===== config.mk =====
export PLATFORM = sky130hd
export DESIGN_NAME = pce_pad_top
export DESIGN_NICKNAME = d
export VERILOG_FILES = /design/src/logic/pce_pad_pkg.sv /design/src/logic/mouse_delta.sv /design/src/logic/tap_scanner.sv /design/src/logic/port_reader.sv /design/src/logic/pce_pad_top.sv
export SDC_FILE = /design/constraint.sdc
export NUM_CORES = 1
export LEC_CHECK = 0
export BUFFER_PORTS_ARGS = -buffer_cell sky130_fd_sc_hd__buf_2
export CORE_UTILIZATION = 25
export DETAILED_ROUTE_END_ITERATION = 8
export GPL_ROUTABILITY_DRIVEN = 1
export PLACE_DENSITY_LB_ADDON = 0.15
export SYNTH_ARGS = -nofsm -noshare
export SYNTH_HDL_FRONTEND = slang
export SYNTH_SLANG_ARGS = --single-unit
export TNS_END_PERCENT = 100

===== constraint.sdc =====
create_clock -name clk_sys -period 2.47 [get_ports clk_sys]
set_clock_uncertainty 0.05 [all_clocks]
set_input_delay 0 -clock clk_sys [delete_from_list [all_inputs] [get_ports clk_sys]]
set_output_delay 0 -clock clk_sys [all_outputs]
set_load 0.01 [all_outputs]

===== src/logic/pce_pad_pkg.sv =====
// Shared pad types; button bit order follows the host joystick word, not the console wire order
`default_nettype none

package pce_pad_pkg;

	////////////////////////////////////////////////////////////
	// Host side

	// Twelve active-high buttons
	// [3:0] right, left, down, up
	// [7:4] I, II, select, run
	// [11:8] III, IV, V, VI
	typedef logic [11:0] pad_buttons_t;

	typedef logic [7:0] mouse_axis_t;      // Signed movement, two's complement

	////////////////////////////////////////////////////////////
	// Console side

	typedef logic [15:0] pad_word_t;       // Four active-low nibbles per port
	typedef logic [3:0]  pad_nibble_t;     // What the CPU reads back
	typedef logic [2:0]  tap_port_t;       // Multitap port index, saturates at 7

	// Mouse movement nibbles in scan order
	typedef enum logic [1:0] {
		x_high = 2'd0,
		x_low  = 2'd1,
		y_high = 2'd2,
		y_low  = 2'd3
	} mouse_phase_e;

	////////////////////////////////////////////////////////////
	// Constants

	localparam int TAP_PORTS = 5;          // Ports on the multitap

	// Beyond the last port the tap reports no pad
	localparam pad_word_t PAD_IDLE_WORD = 16'h0FFF;

endpackage

`default_nettype wire


===== src/logic/mouse_delta.sv =====
// Expects mouse_stb to toggle once per report and dx/dy to be stable when it does
`timescale 1ns/1ns
`default_nettype none

module mouse_delta import pce_pad_pkg::*; #(
	parameter int mouse_idle_bits = 15
) (
	input  logic        clk_sys,
	input  logic        reset,
	input  logic        pad_clr,
	input  logic        clr_rise,
	input  logic        mouse_stb,
	input  mouse_axis_t mouse_dx,
	input  mouse_axis_t mouse_dy,
	output pad_nibble_t mouse_nibble
);

	logic                       stb_q;
	mouse_axis_t                pend_x, pend_y;    // Last report, not yet shown
	mouse_axis_t                shown_x, shown_y;  // Report the console is reading
	mouse_phase_e               phase;
	logic [mouse_idle_bits-1:0] idle_cnt;
	logic                       idle_done;

	assign idle_done = &idle_cnt;

	////////////////////////////////////////////////////////////
	// Report capture and nibble phase

	always_ff @(posedge clk_sys) begin
		if (reset) begin
			stb_q    <= 1'b0;
			pend_x   <= '0;
			pend_y   <= '0;
			shown_x  <= '0;
			shown_y  <= '0;
			phase    <= y_low;
			idle_cnt <= '0;
		end else begin
			stb_q <= mouse_stb;

			// Idle timer, runs only while clear is low
			if (pad_clr)
				idle_cnt <= '0;
			else if (!idle_done)
				idle_cnt <= idle_cnt + 1'b1;

			if (idle_done)
				phase <= y_low;                // Console gave up, restart at x_high

			if (clr_rise) begin
				case (phase)
					x_high:  phase <= x_low;
					x_low:   phase <= y_high;
					y_high:  phase <= y_low;
					default: begin
						phase   <= x_high;
						shown_x <= pend_x;         // New sequence takes the pending report
						shown_y <= pend_y;
						pend_x  <= '0;
						pend_y  <= '0;
					end
				endcase
			end

			// A fresh report overrides the clear above
			if (stb_q ^ mouse_stb) begin
				pend_x <= 8'd0 - mouse_dx;       // Console expects x reversed
				pend_y <= mouse_dy;
			end
		end
	end

	always_comb begin
		case (phase)
			x_high:  mouse_nibble = shown_x[7:4];
			x_low:   mouse_nibble = shown_x[3:0];
			y_high:  mouse_nibble = shown_y[7:4];
			default: mouse_nibble = shown_y[3:0];
		endcase
	end

	// Phase only moves on a clear pulse, the idle timeout or reset
	a_phase_step : assert property (@(posedge clk_sys) disable iff (reset)
		$changed(phase) |-> $past(clr_rise) || $past(idle_done) || $past(reset));

endmodule

`default_nettype wire


===== src/logic/tap_scanner.sv =====
// Scan lines must already be synchronous to clk_sys and held for at least two cycles per level
`timescale 1ns/1ns
`default_nettype none

module tap_scanner import pce_pad_pkg::*; (
	input  logic      clk_sys,
	input  logic      reset,
	input  logic      pad_sel,
	input  logic      pad_clr,
	input  logic      tap_en,
	input  logic      six_button_en,
	output logic      sel_rise,
	output logic      clr_rise,
	output logic      high_page,
	output tap_port_t port
);

	logic sel_q, clr_q;
	logic sel_edge, clr_edge;

	assign sel_edge = pad_sel & ~sel_q;
	assign clr_edge = pad_clr & ~clr_q;

	////////////////////////////////////////////////////////////
	// Edge pulses, port counter and button page

	always_ff @(posedge clk_sys) begin
		if (reset) begin
			sel_q     <= 1'b0;
			clr_q     <= 1'b0;
			sel_rise  <= 1'b0;
			clr_rise  <= 1'b0;
			high_page <= 1'b0;
			port      <= '0;
		end else begin
			sel_q    <= pad_sel;
			clr_q    <= pad_clr;
			sel_rise <= sel_edge;
			clr_rise <= clr_edge;

			if (pad_clr) begin
				port <= '0;                      // Clear restarts the tap scan
				// Six-button pads swap pages on every other clear
				if (clr_edge)
					high_page <= six_button_en & ~high_page;
			end else if (sel_edge && tap_en && port != 3'd7) begin
				port <= port + 3'd1;
			end
		end
	end

	// Edge pulses are single cycle whatever the scan rate
	a_sel_pulse : assert property (@(posedge clk_sys) disable iff (reset)
		sel_rise |=> !sel_rise);
	a_clr_pulse : assert property (@(posedge clk_sys) disable iff (reset)
		clr_rise |=> !clr_rise);

endmodule

`default_nettype wire


===== src/logic/port_reader.sv =====
// Joystick and mouse button inputs are sampled without synchronizers, keep them in the clk_sys domain
`timescale 1ns/1ns
`default_nettype none

module port_reader import pce_pad_pkg::*; (
	input  logic         clk_sys,
	input  logic         reset,
	input  logic         pad_sel,
	input  logic         pad_clr,
	input  logic         high_page,
	input  logic         mouse_en,
	input  tap_port_t    port,
	input  pad_buttons_t joystick_0,
	input  pad_buttons_t joystick_1,
	input  pad_buttons_t joystick_2,
	input  pad_buttons_t joystick_3,
	input  pad_buttons_t joystick_4,
	input  logic [1:0]   mouse_btn,
	input  pad_nibble_t  mouse_nibble,
	output pad_nibble_t  pad_nibble
);

	pad_buttons_t sel_pad;
	logic [7:0]   mouse_byte;
	pad_word_t    port_word;

	// Host button order to console nibbles, active low
	function automatic pad_word_t pad_format(input pad_buttons_t b);
		pad_format = {4'h0,                      // Nibble 3 reads zero
			~b[11:8],                              // III, IV, V, VI
			~{b[1], b[2], b[0], b[3]},             // Up, right, down, left
			~b[7:4]};                              // I, II, select, run
	endfunction

	////////////////////////////////////////////////////////////
	// Word for the selected port

	always_comb begin
		case (port)
			3'd0:    sel_pad = joystick_0;
			3'd1:    sel_pad = joystick_1;
			3'd2:    sel_pad = joystick_2;
			3'd3:    sel_pad = joystick_3;
			3'd4:    sel_pad = joystick_4;
			default: sel_pad = '0;
		endcase
	end

	// Mouse buttons double up on I and II
	assign mouse_byte = {mouse_nibble,
		~(sel_pad[5] | mouse_btn[1]),
		~(sel_pad[4] | mouse_btn[0]),
		~mouse_btn[1],
		~mouse_btn[0]};

	always_comb begin
		if (port >= TAP_PORTS)
			port_word = PAD_IDLE_WORD;
		else if (port == 3'd0 && mouse_en)
			port_word = {2{mouse_byte}};           // Same byte on both pages
		else
			port_word = pad_format(sel_pad);
	end

	////////////////////////////////////////////////////////////
	// Returned nibble

	always_ff @(posedge clk_sys) begin
		if (reset)
			pad_nibble <= '0;
		else if (pad_clr)
			pad_nibble <= '0;
		else
			pad_nibble <= port_word[{high_page, pad_sel, 2'b00} +: 4];
	end

	// Console sees zero one cycle into any clear
	a_clr_zero : assert property (@(posedge clk_sys) disable iff (reset)
		pad_clr |=> pad_nibble == 4'h0);

endmodule

`default_nettype wire


===== src/logic/pce_pad_top.sv =====
// Configuration levels must not change during a scan, pad_nibble lags the scan lines by two cycles
`timescale 1ns/1ns
`default_nettype none

module pce_pad_top import pce_pad_pkg::*; #(
	parameter int mouse_idle_bits = 15
) (
	input  logic         clk_sys,
	input  logic         reset,
	input  logic         pad_sel,
	input  logic         pad_clr,
	input  pad_buttons_t joystick_0,
	input  pad_buttons_t joystick_1,
	input  pad_buttons_t joystick_2,
	input  pad_buttons_t joystick_3,
	input  pad_buttons_t joystick_4,
	input  logic         mouse_stb,
	input  mouse_axis_t  mouse_dx,
	input  mouse_axis_t  mouse_dy,
	input  logic [1:0]   mouse_btn,
	input  logic         tap_en,
	input  logic         six_button_en,
	input  logic         mouse_en,
	output pad_nibble_t  pad_nibble
);

	logic        clr_rise;
	logic        high_page;
	tap_port_t   port;
	pad_nibble_t mouse_nibble;

	////////////////////////////////////////////////////////////
	// Input side

	mouse_delta #(
		.mouse_idle_bits(mouse_idle_bits)
	) mouse_delta0 (
		.clk_sys(clk_sys),
		.reset(reset),
		.pad_clr(pad_clr),
		.clr_rise(clr_rise),
		.mouse_stb(mouse_stb),
		.mouse_dx(mouse_dx),
		.mouse_dy(mouse_dy),
		.mouse_nibble(mouse_nibble)
	);

	////////////////////////////////////////////////////////////
	// Scan tracking

	tap_scanner tap_scanner0 (
		.clk_sys(clk_sys),
		.reset(reset),
		.pad_sel(pad_sel),
		.pad_clr(pad_clr),
		.tap_en(tap_en),
		.six_button_en(six_button_en),
		.sel_rise(),
		.clr_rise(clr_rise),
		.high_page(high_page),
		.port(port)
	);

	////////////////////////////////////////////////////////////
	// Output side

	port_reader port_reader0 (
		.clk_sys(clk_sys),
		.reset(reset),
		.pad_sel(pad_sel),
		.pad_clr(pad_clr),
		.high_page(high_page),
		.mouse_en(mouse_en),
		.port(port),
		.joystick_0(joystick_0),
		.joystick_1(joystick_1),
		.joystick_2(joystick_2),
		.joystick_3(joystick_3),
		.joystick_4(joystick_4),
		.mouse_btn(mouse_btn),
		.mouse_nibble(mouse_nibble),
		.pad_nibble(pad_nibble)
	);

endmodule

`default_nettype wire


==> run summary, run 1 <==
Status - finished, final reports clean
Critical path's top delay family - compound AO/OA/AOI/OAI gates
Vias per cell - 4.861
P_sw - 647.5 uW
Synth cell types - 53
Sw frac - 23.88%
Rows - 40
Nets@finish - 594
Crit-path cells - inv_1, ha_1, and3b_1, or3_4, a221o_1, o211a_1, a41oi_2
R2r worst-path depth - 7
Seq/Total Area, Yosys - 38.27%
Ant. Diodes - 0
Worst hold stages - 4
Commonest cells after routing, fill and taps aside - buf_2 (89), nand2_1 (64), dfxtp_1 (61)
Final wirelength - 9.273 mm
Area grow syn2layout - 34.78%
Worst EP arrival - 2.34 ns
Global Route Usage Sum - 14.59%
Hold Fails Final Rpt - 0
PortBufs - 89
Buf/Inv on CP - 1
Static Leak - 0.001769 uW
ANT nets after route - 0
Worst slew pin tran - 0.5812 ns
Initial antenna violation count - 0
DR WL/cell - 13.86 microns
CTS Sinks - 61
GR Overflow Total - 0
Final setup viols - 0
Hpwl dp - 6.647 mm
Post-synth net total - 492
Critical path's slowest cell - dfxtp_1
Synth top area cells - dfxtp_1 (38%), nand2_1 (7.5%), a21oi_1 (6.9%)
Asr flop ratio synth - 0%
CTS tree - built
Core Footprint - 12210 sq um
Post-Synthesis Cell Area - 3191 sq um
Critical path class - reg -> reg
Most common cell after layout, fill and taps aside - buf_2
Number of synthesized register bits - 61
HP Start - joystick_1[8]
Area share of the largest cell type after synthesis - 38.27%
CTS H-tree depth - 3
Syn_area_per_cell - 8.098 sq um
Syn Inst Count - 394
Hold EP - port_reader0.pad_nibble[0]
Leading area contributor after synthesis - dfxtp_1
Clock buffer depth - 2
Power Density - 630.5 nW/um^2
Vias in the first global route - 3189
Setup TNS - 0 ns
Min setup slack post-route - 0.3252 ns
IO Count - 90
Largest net degree at the start of global routing - 40
Crit. End Element - flop
Peak VDD IR - 0.2564 mV
Clock Power Share - 49.1%
Setup crit start kind - flop
Primary FF master, synth - dfxtp_1
Initial drt markers - 218
Int Power - 2064 uW
TritonCTS buffer count - 9
Die Span Y - 115.0 microns
Fmax - 466.2 MHz
CP max FO - 9
Synth warn - 0
Share of cells above drive strength 1 - 23.95%
Slew HR - 61.25%
Seq pwr share - 38.7%
Clock insertion delay at the later pin of the skew report - 0.32 ns
Worst path max stage delay - 0.39 ns
Worst reg2reg endpoint - port_reader0.pad_nibble[3]
Post-synth EDFFs - 0
Setup bufs post-CTS - 0
Combinational power share - 12.2%
Max Cap Violations - 0
Initial DRT Pass Iterations - 6
CTS root buf - clkbuf_16
Residual DRC - 0
CTS clk-pin slew, worst paths - 0.05 ns
Max Slew Vio Count - 0
Die Wd - 115.0 microns
Routability cong. - 0.8585
Routed via count - 3252
First-pass GRT wire length - 15.38 mm
RSZ-0062 raised after global routing - false
Die ar. - 13220 sq um
Post-place setup slack - 0.3188 ns
Starting Density - 26.13%
Internal reg-to-reg setup slack - 0.33 ns
CP required - 2.66 ns
Minimum clock period - 2.145 ns
Final period utilization - 86.83%
Hold Path Class - in -> reg
Reg2reg start - tap_scanner0.port[0]
-- metal layers --
metal | global-route usage, % | up-vias | wire length (microns)
li1 | - | 1641 | -
met1 | 19.81 | 1510 | 4580
met2 | 23.21 | 96 | 4128
met3 | 3.479 | 5 | 515
met4 | 3.636 | 0 | 48
met5 | 0 | - | 0
-- worst reg2reg max path, delay by kind of cell (launching register included) --
kind                     cells  cell delay [ns]
AO/OA/AOI/OAI                3             0.64
AND/OR/NAND/NOR              2             0.60
flip-flops                   1             0.39
adder cells (fa/ha/maj)      1             0.31
buffers and inverters        1             0.08
-- stage by stage --
step / hold WS (ns) / util (%) / instance area [sq um] / std cells / power [uW]
2_1_floorplan: 0.07818 / - / 3191 / 394 / 1241
6_report: 0.04102 / 35.22 / 4300 / 669 / 2711
3_5_place_dp: 0.1967 / 31.15 / 3804 / 635 / 1380
5_1_grt: 0.05711 / 35.22 / 4300 / 669 / 2841
4_1_cts: 0.02708 / 35.22 / 4300 / 669 / 2753
3_3_place_gp: 0.1916 / 31.15 / 3804 / 635 / 1379
-- timing repair --
item / 4_1_cts / 5_1_grt
resized for setup: 0 / 0
endpoints found under the setup margin: 0 / 0
hold buffers: 18 / 0
hold endpoints to repair: 18 / 0
-- worst max path at each step --
| stage | startpoint | end | depth (start not counted) |
|---|---|---|---|
| floorplan | tap_scanner0.port[0] | port_reader0.pad_nibble[3] | 9 |
| global placement | tap_scanner0.port[0] | port_reader0.pad_nibble[3] | 7 |
| detailed placement | tap_scanner0.port[0] | port_reader0.pad_nibble[3] | 7 |
| CTS | tap_scanner0.port[0] | port_reader0.pad_nibble[3] | 7 |
| global route | tap_scanner0.port[0] | port_reader0.pad_nibble[0] | 7 |
| finish | tap_scanner0.port[0] | port_reader0.pad_nibble[3] | 7 |
-- flip-flops by register name (all words and copies together) (netlist names) --
name	count
mouse_delta0.pend_x	8
tap_scanner0.high_page	1
mouse_delta0.shown_y	8
mouse_delta0.phase	2
mouse_delta0.stb_q	1
tap_scanner0.sel_q	1
tap_scanner0.port	3
tap_scanner0.clr_rise	1
mouse_delta0.pend_y	8
mouse_delta0.shown_x	8
port_reader0.pad_nibble	4
tap_scanner0.clr_q	1
mouse_delta0.idle_cnt	15
-- area by class of cell --
type | count | area, sq um
clock buffers | 10 | 229.0
fillers | 1335 | 7911
flip-flops and latches | 61 | 1221
well taps | 168 | 210.2
inverters | 10 | 37.54
multi-input cells | 298 | 1822
clock inverters | 6 | 87.58
repair buffers | 116 | 693.2
-- power by group through the flow --
stage	clock, uW	sequential, uW	combinational, uW
floorplan	0	1060	178
global placement	0	1070	310
detailed placement	0	1070	310
CTS	1370	1050	332
global route	1420	1050	369
finish	1330	1050	331
-- synthesized netlist by cell type (all sizes together) (2+ instances only) --
| cell | count |
|---|---|
| a211oi | 2 |
| a21oi | 44 |
| a221oi | 7 |
| a222oi | 9 |
| a22o | 3 |
| a22oi | 6 |
| a31oi | 5 |
| a41oi | 2 |
| and2 | 3 |
| and3 | 8 |
| buf | 4 |
| clkbuf | 21 |
| dfxtp | 61 |
| ha | 12 |
| inv | 10 |
| nand2 | 64 |
| nand2b | 3 |
| nand3 | 24 |
| nand4 | 4 |
| nor2 | 23 |
| nor2b | 6 |
| nor3 | 5 |
| nor3b | 2 |
| o2111ai | 5 |
| o211a | 3 |
| o211ai | 2 |
| o21ai | 14 |
| o21bai | 3 |
| or3 | 5 |
| xnor2 | 7 |
| xor2 | 9 |
-- cell families (layout without fill, tap and decap cells) --
kind of cell	Yosys count	in the layout	synth area share [%]
flops	61	61	38.27
buf+inv	35	142	4.627
simple gates	155	155	23.10
fa+ha+maj	12	12	4.706
mux	2	2	0.6667
compound gates	113	113	24.24
xor+xnor	16	16	4.392
(Power assumes the default switching activity.)
==> run 2, diff against run 1 <==
--- a/config.mk
+++ b/config.mk
@@ -10,6 +10,7 @@
 export DETAILED_ROUTE_END_ITERATION = 8
 export GPL_ROUTABILITY_DRIVEN = 1
 export PLACE_DENSITY_LB_ADDON = 0.15
+export REMOVE_ABC_BUFFERS = 1
 export SYNTH_ARGS = -nofsm -noshare
 export SYNTH_HDL_FRONTEND = slang
 export SYNTH_SLANG_ARGS = --single-unit
==> run summary, run 2 (same netlist as run 1, synthesis figures left out) <==
Internal reg-to-reg setup slack - 0.17 ns (was 0.33 ns)
Setup crit start - tap_scanner0.port[0] (unchanged)
Hold EP - port_reader0.pad_nibble[3] (was port_reader0.pad_nibble[0])
IO Count - 90 (unchanged)
Combinational power share - 12.5% (was 12.2%)
Total power - 2618 uW (was 2711 uW)
Die Span Y - 115.0 microns (unchanged)
Die ar. - 13220 sq um (unchanged)
Filler cell count - 1336 (was 1335)
Area grow syn2layout - 34.00% (was 34.78%)
P_sw - 632.7 uW (was 647.5 uW)
Core Footprint - 12210 sq um (unchanged)
Initial DRT Pass Iterations - 5 (was 6)
GR Overflow Total - 0 (unchanged)
Final wirelength - 9.161 mm (was 9.273 mm)
Initial drt markers - 290 (was 218)
HP Start - joystick_3[1] (was joystick_1[8])
CTS Sinks - 61 (unchanged)
Routability cong. - 0.8094 (was 0.8585)
First-pass GRT wire length - 14.41 mm (was 15.38 mm)
Max FFs per register - 15 (unchanged)
Worst EP arrival - 2.51 ns (was 2.34 ns)
Worst hold stages - 4 (unchanged)
Clock insertion delay at the later pin of the skew report - 0.33 ns (was 0.32 ns)
Rows - 40 (unchanged)
Sw frac - 24.16% (was 23.88%)
Max Cap Violations - 0 (unchanged)
Top reg by flops - mouse_delta0.idle_cnt (unchanged)
Final setup viols - 0 (unchanged)
RSZ-0062 raised after global routing - false (unchanged)
R2r worst-path depth - 8 (was 7)
Peak VDD IR - 0.2744 mV (was 0.2564 mV)
Ant. Diodes - 0 (unchanged)
Nets@finish - 593 (was 594)
Vias per cell - 4.805 (was 4.861)
ANT nets after route - 0 (unchanged)
Die Wd - 115.0 microns (unchanged)
PortBufs - 89 (unchanged)
Setup TNS - 0 ns (unchanged)
Worst slew pin tran - 0.6213 ns (was 0.5812 ns)
Clock buffer depth - 2 (unchanged)
Status - finished, final reports clean (unchanged)
Largest net degree at the start of global routing - 40 (unchanged)
CP max FO - 4 (was 9)
Critical path's slowest cell - dlygate4sd3_1 (was dfxtp_1)
Setup bufs post-CTS - 0 (unchanged)
Most common cell after layout, fill and taps aside - buf_2 (unchanged)
CTS clk-pin slew, worst paths - 0.06 ns (was 0.05 ns)
Worst reg2reg endpoint - port_reader0.pad_nibble[0] (was port_reader0.pad_nibble[3])
Placed Cells - 634 (was 635)
Hpwl dp - 6.621 mm (was 6.647 mm)
Worst path max stage delay - 0.58 ns (was 0.39 ns)
Vias in the first global route - 2932 (was 3189)
Reg2reg start - tap_scanner0.port[0] (unchanged)
Initial antenna violation count - 0 (unchanged)
Critical path class - reg -> reg (unchanged)
Hold Path Class - in -> reg (unchanged)
CTS H-tree depth - 3 (unchanged)
Slew HR - 58.58% (was 61.25%)
Static Leak - 0.001752 uW (was 0.001769 uW)
Setup crit start kind - flop (unchanged)
Hold Fails Final Rpt - 0 (unchanged)
Finished Layout Cells - 668 (was 669)
Final Core Density - 35.01% (was 35.22%)
Crit. End Element - flop (unchanged)
CTS tree - built (unchanged)
DR WL/cell - 13.71 microns (was 13.86 microns)
Max Slew Vio Count - 0 (unchanged)
Share of cells above drive strength 1 - 24.20% (was 23.95%)
Starting Density - 26.13% (unchanged)
Final period utilization - 93.32% (was 86.83%)
Clock Power Share - 47.4% (was 49.1%)
CTS root buf - clkbuf_16 (unchanged)
Seq pwr share - 40.0% (was 38.7%)
Minimum clock period - 2.305 ns (was 2.145 ns)
CP required - 2.67 ns (was 2.66 ns)
Routed via count - 3210 (was 3252)
Int Power - 1986 uW (was 2064 uW)
Power Density - 612.4 nW/um^2 (was 630.5 nW/um^2)
Crit-path cells - inv_1, ha_2, and3b_1, or3_4, a221oi_1, dlygate4sd3_1, o21ai_0, a31oi_1 (was inv_1, ha_1, and3b_1, or3_4, a221o_1, o211a_1, a41oi_2)
Global Route Usage Sum - 14.01% (was 14.59%)
Commonest cells after routing, fill and taps aside - buf_2 (89), nand2_1 (64), dfxtp_1 (59) (was buf_2 (89), nand2_1 (64), dfxtp_1 (61))
Fmax - 433.8 MHz (was 466.2 MHz)
Residual DRC - 0 (unchanged)
TritonCTS buffer count - 9 (unchanged)
-- run 2: cell types whose count changed in the layout (fill, tap and decap cells not counted) --
cell / previous run / this run
ha_1: 12 / 11
buf_4: 9 / 8
clkbuf_1: 1 / 2
clkinv_4: 2 / 0
dfxtp_2: 0 / 2
dfxtp_1: 61 / 59
clkbuf_8: 0 / 1
bufinv_16: 2 / 1
clkinvlp_4: 0 / 1
ha_2: 0 / 1
-- run 2: worst max-delay path by stage --
| stage | endpoint | slack, ns | cells past startpoint |
|---|---|---|---|
| after floorplan | port_reader0.pad_nibble[3] | 0.30 | 7 |
| after global placement | port_reader0.pad_nibble[1] | 0.44 | 7 |
| after detailed placement | port_reader0.pad_nibble[2] | 0.27 | 7 |
| after CTS | port_reader0.pad_nibble[0] | 0.07 | 8 |
| after global routing | port_reader0.pad_nibble[0] | 0.03 | 8 |
| final | port_reader0.pad_nibble[0] | 0.17 | 8 |
-- run 2: worst max-delay path, delay by kind of cell, from the launching register on --
family	cells	cell delay, ns
adder cells (fa/ha/maj)	1	0.21
flip-flops	1	0.36
buffers and inverters	2	0.65
AND/OR/NAND/NOR	2	0.53
AO/OA/AOI/OAI	3	0.44
-- run 2: power by group through the flow --
stage | clock network (uW) | logic [uW] | registers [uW]
2_1_floorplan | 0 | 155 | 1060
3_3_place_gp | 0 | 311 | 1070
3_5_place_dp | 0 | 309 | 1070
4_1_cts | 1280 | 331 | 1050
5_1_grt | 1340 | 365 | 1050
6_report | 1240 | 328 | 1050
-- run 2: layer usage --
metal  global-route usage [%]  wire length (microns)  up-vias
met2                    22.25                   4025      113
met4                    6.147                    140        0
met5                        0                      0        -
met3                    3.321                    690       13
met1                    18.07                   4306     1443
li1                         -                      -     1641
-- run 2: repair_timing --
item / 4_1_cts / 5_1_grt
hold buffers: 18 / 0
endpoints found under the setup margin: 0 / 1
gates resized for setup: 0 / 3
hold endpoints to repair: 18 / 0
-- run 2: per-stage QoR --
step	cell area, sq um	worst slack, ns	hold slack (ns)
floorplan	3080	0.3026	0.01907
global placement	3796	0.4443	0.1934
detailed placement	3796	0.2736	0.2039
CTS	4270	0.07419	0.01549
global route	4275	0.03251	0.05672
finish	4275	0.1650	0.03344
-- run 2: area by class of cell --
| class | instances | area (sq um) | area share (%) |
|---|---|---|---|
| repair buffers | 115 | 685.7 | 16.04 |
| inverters | 10 | 37.54 | 0.8780 |
| multi-input cells | 298 | 1824 | 42.67 |
| flip-flops and latches | 61 | 1224 | 28.62 |
| clock buffers | 12 | 246.5 | 5.765 |
| clock inverters | 4 | 47.55 | 1.112 |
| well taps | 168 | 210.2 | 4.917 |
==> run 3, diff against run 2 <==
--- a/config.mk
+++ b/config.mk
@@ -9,6 +9,7 @@
 export CORE_UTILIZATION = 25
 export DETAILED_ROUTE_END_ITERATION = 8
 export GPL_ROUTABILITY_DRIVEN = 1
+export MAX_ROUTING_LAYER = met4
 export PLACE_DENSITY_LB_ADDON = 0.15
 export REMOVE_ABC_BUFFERS = 1
 export SYNTH_ARGS = -nofsm -noshare
==> run summary, run 3 (same netlist as run 1, synthesis figures left out) <==
Clock insertion delay at the later pin of the skew report - 0.33 ns (about the same)
Routed via count - 3221 (was 3210)
Hold Path Class - in -> reg (unchanged)
Max Cap Violations - 0 (unchanged)
Hold EP - port_reader0.pad_nibble[3] (unchanged)
Area grow syn2layout - 34.00% (unchanged)
Final wirelength - 9.180 mm (was 9.161 mm)
Commonest cells after routing, fill and taps aside - buf_2 (89), nand2_1 (64), dfxtp_1 (59) (unchanged)
Static Leak - 0.001752 uW (unchanged)
Int Power - 1986 uW (about the same)
Residual DRC - 0 (unchanged)
Hpwl dp - 6.621 mm (unchanged)
Worst slew pin tran - 0.6151 ns (was 0.6213 ns)
GR Overflow Total - 0 (unchanged)
PortBufs - 89 (unchanged)
Core Footprint - 12210 sq um (unchanged)
Status - finished, final reports clean (unchanged)
Initial DRT Pass Iterations - 4 (was 5)
Worst hold stages - 4 (unchanged)
Seq pwr share - 40.0% (about the same)
Critical path class - reg -> reg (unchanged)
First-pass GRT wire length - 14.39 mm (was 14.41 mm)
Peak VDD IR - 0.2737 mV (was 0.2744 mV)
Initial antenna violation count - 0 (unchanged)
IO Count - 90 (unchanged)
HP Start - joystick_3[1] (unchanged)
R2r worst-path depth - 8 (unchanged)
Total power - 2619 uW (was 2618 uW)
Vias in the first global route - 2940 (was 2932)
Clock buffer depth - 2 (unchanged)
Vias per cell - 4.822 (was 4.805)
Hold Fails Final Rpt - 0 (unchanged)
Final setup viols - 0 (unchanged)
Slew HR - 59.00% (was 58.58%)
CP max FO - 4 (unchanged)
Setup bufs post-CTS - 0 (unchanged)
Fmax - 432.3 MHz (was 433.8 MHz)
Combinational power share - 12.5% (about the same)
Ant. Diodes - 0 (unchanged)
Global Route Usage Sum - 14.40% (was 14.01%)
CTS Sinks - 61 (unchanged)
Starting Density - 26.13% (unchanged)
Share of cells above drive strength 1 - 24.20% (unchanged)
RSZ-0062 raised after global routing - false (unchanged)
Routability cong. - 0.8214 (was 0.8094)
TritonCTS buffer count - 9 (unchanged)
CTS clk-pin slew, worst paths - 0.06 ns (about the same)
DR WL/cell - 13.74 microns (was 13.71 microns)
CTS tree - built (unchanged)
Most common cell after layout, fill and taps aside - buf_2 (unchanged)
CP required - 2.67 ns (about the same)
Largest net degree at the start of global routing - 40 (unchanged)
Worst EP arrival - 2.52 ns (was 2.51 ns)
Rows - 40 (unchanged)
Sw frac - 24.17% (was 24.16%)
Crit. End Element - flop (unchanged)
Die Wd - 115.0 microns (unchanged)
Minimum clock period - 2.313 ns (was 2.305 ns)
Nets@finish - 593 (unchanged)
P_sw - 632.9 uW (was 632.7 uW)
Internal reg-to-reg setup slack - 0.16 ns (was 0.17 ns)
CTS root buf - clkbuf_16 (unchanged)
Max FFs per register - 15 (unchanged)
Power Density - 612.5 nW/um^2 (was 612.4 nW/um^2)
Setup TNS - 0 ns (unchanged)
Worst reg2reg endpoint - port_reader0.pad_nibble[0] (unchanged)
Die ar. - 13220 sq um (unchanged)
Top reg by flops - mouse_delta0.idle_cnt (unchanged)
Setup crit start kind - flop (unchanged)
Max Slew Vio Count - 0 (unchanged)
Clock Power Share - 47.4% (about the same)
ANT nets after route - 0 (unchanged)
Initial drt markers - 283 (was 290)
Final period utilization - 93.65% (was 93.32%)
Die Span Y - 115.0 microns (unchanged)
CTS H-tree depth - 3 (unchanged)
Reg2reg start - tap_scanner0.port[0] (unchanged)
## run 3: cell counts in the layout (fill, tap and decap cells not counted)
Identical to the previous run, type by type.
## run 3: how the worst max path moves through the flow
stage / startpoint / endpoint / slack, ns
2_1_floorplan: tap_scanner0.port[0] / port_reader0.pad_nibble[3] / 0.30
3_3_place_gp: tap_scanner0.port[1] / port_reader0.pad_nibble[1] / 0.44
3_5_place_dp: tap_scanner0.port[0] / port_reader0.pad_nibble[2] / 0.27
4_1_cts: tap_scanner0.port[0] / port_reader0.pad_nibble[0] / 0.07
5_1_grt: tap_scanner0.port[1] / port_reader0.pad_nibble[0] / 0.03
6_report: tap_scanner0.port[0] / port_reader0.pad_nibble[0] / 0.16
## run 3: repair_timing
item | in CTS | in global routing
gates resized for setup | 0 | 3
hold buffers | 18 | 0
endpoints found under the hold margin | 18 | 0
endpoints found under the setup margin | 0 | 1
## run 3: power by group through the flow
stage,sequential (uW),clock (uW),combinational (uW)
global placement,1070,0,311
detailed placement,1070,0,309
finish,1050,1240,328
floorplan,1060,0,155
global route,1050,1330,365
CTS,1050,1280,331
## run 3: per-layer routing
layer	up-vias	GRT usage (%)	wire length (microns)
met4	0	6.147	138
li1	1639	-	-
met5	-	-	0
met2	118	22.25	3994
met1	1451	18.04	4339
met3	13	3.163	708
## run 3: critical path, stage by stage, from the launching register on
cell and delay (ns):
dfxtp_2 0.36, inv_1 0.07, ha_2 0.21, and3b_1 0.19, or3_4 0.34, a221oi_1 0.21
dlygate4sd3_1 0.59, o21ai_0 0.09, a31oi_1 0.13
## run 3: cell type report
cell class | instances | area (sq um)
clock buffer | 12 | 246.5
clock inverter | 4 | 47.55
fill | 1336 | 7936
inverter | 10 | 37.54
multi-input combinational | 298 | 1824
sequential | 61 | 1224
tap | 168 | 210.2
timing repair buffer | 115 | 685.7
## run 3: per-stage QoR
step / hold slack, ns / utilization, % / setup WS (ns) / cells / cell area (sq um)
final: 0.03647 / 35.01 / 0.1568 / 668 / 4275
after global routing: 0.05835 / 35.01 / 0.03250 / 668 / 4275
after CTS: 0.01549 / 34.97 / 0.07419 / 668 / 4270
after detailed placement: 0.2039 / 31.09 / 0.2736 / 634 / 3796
after global placement: 0.1934 / 31.09 / 0.4443 / 634 / 3796
after floorplan: 0.01907 / - / 0.3026 / 369 / 3080
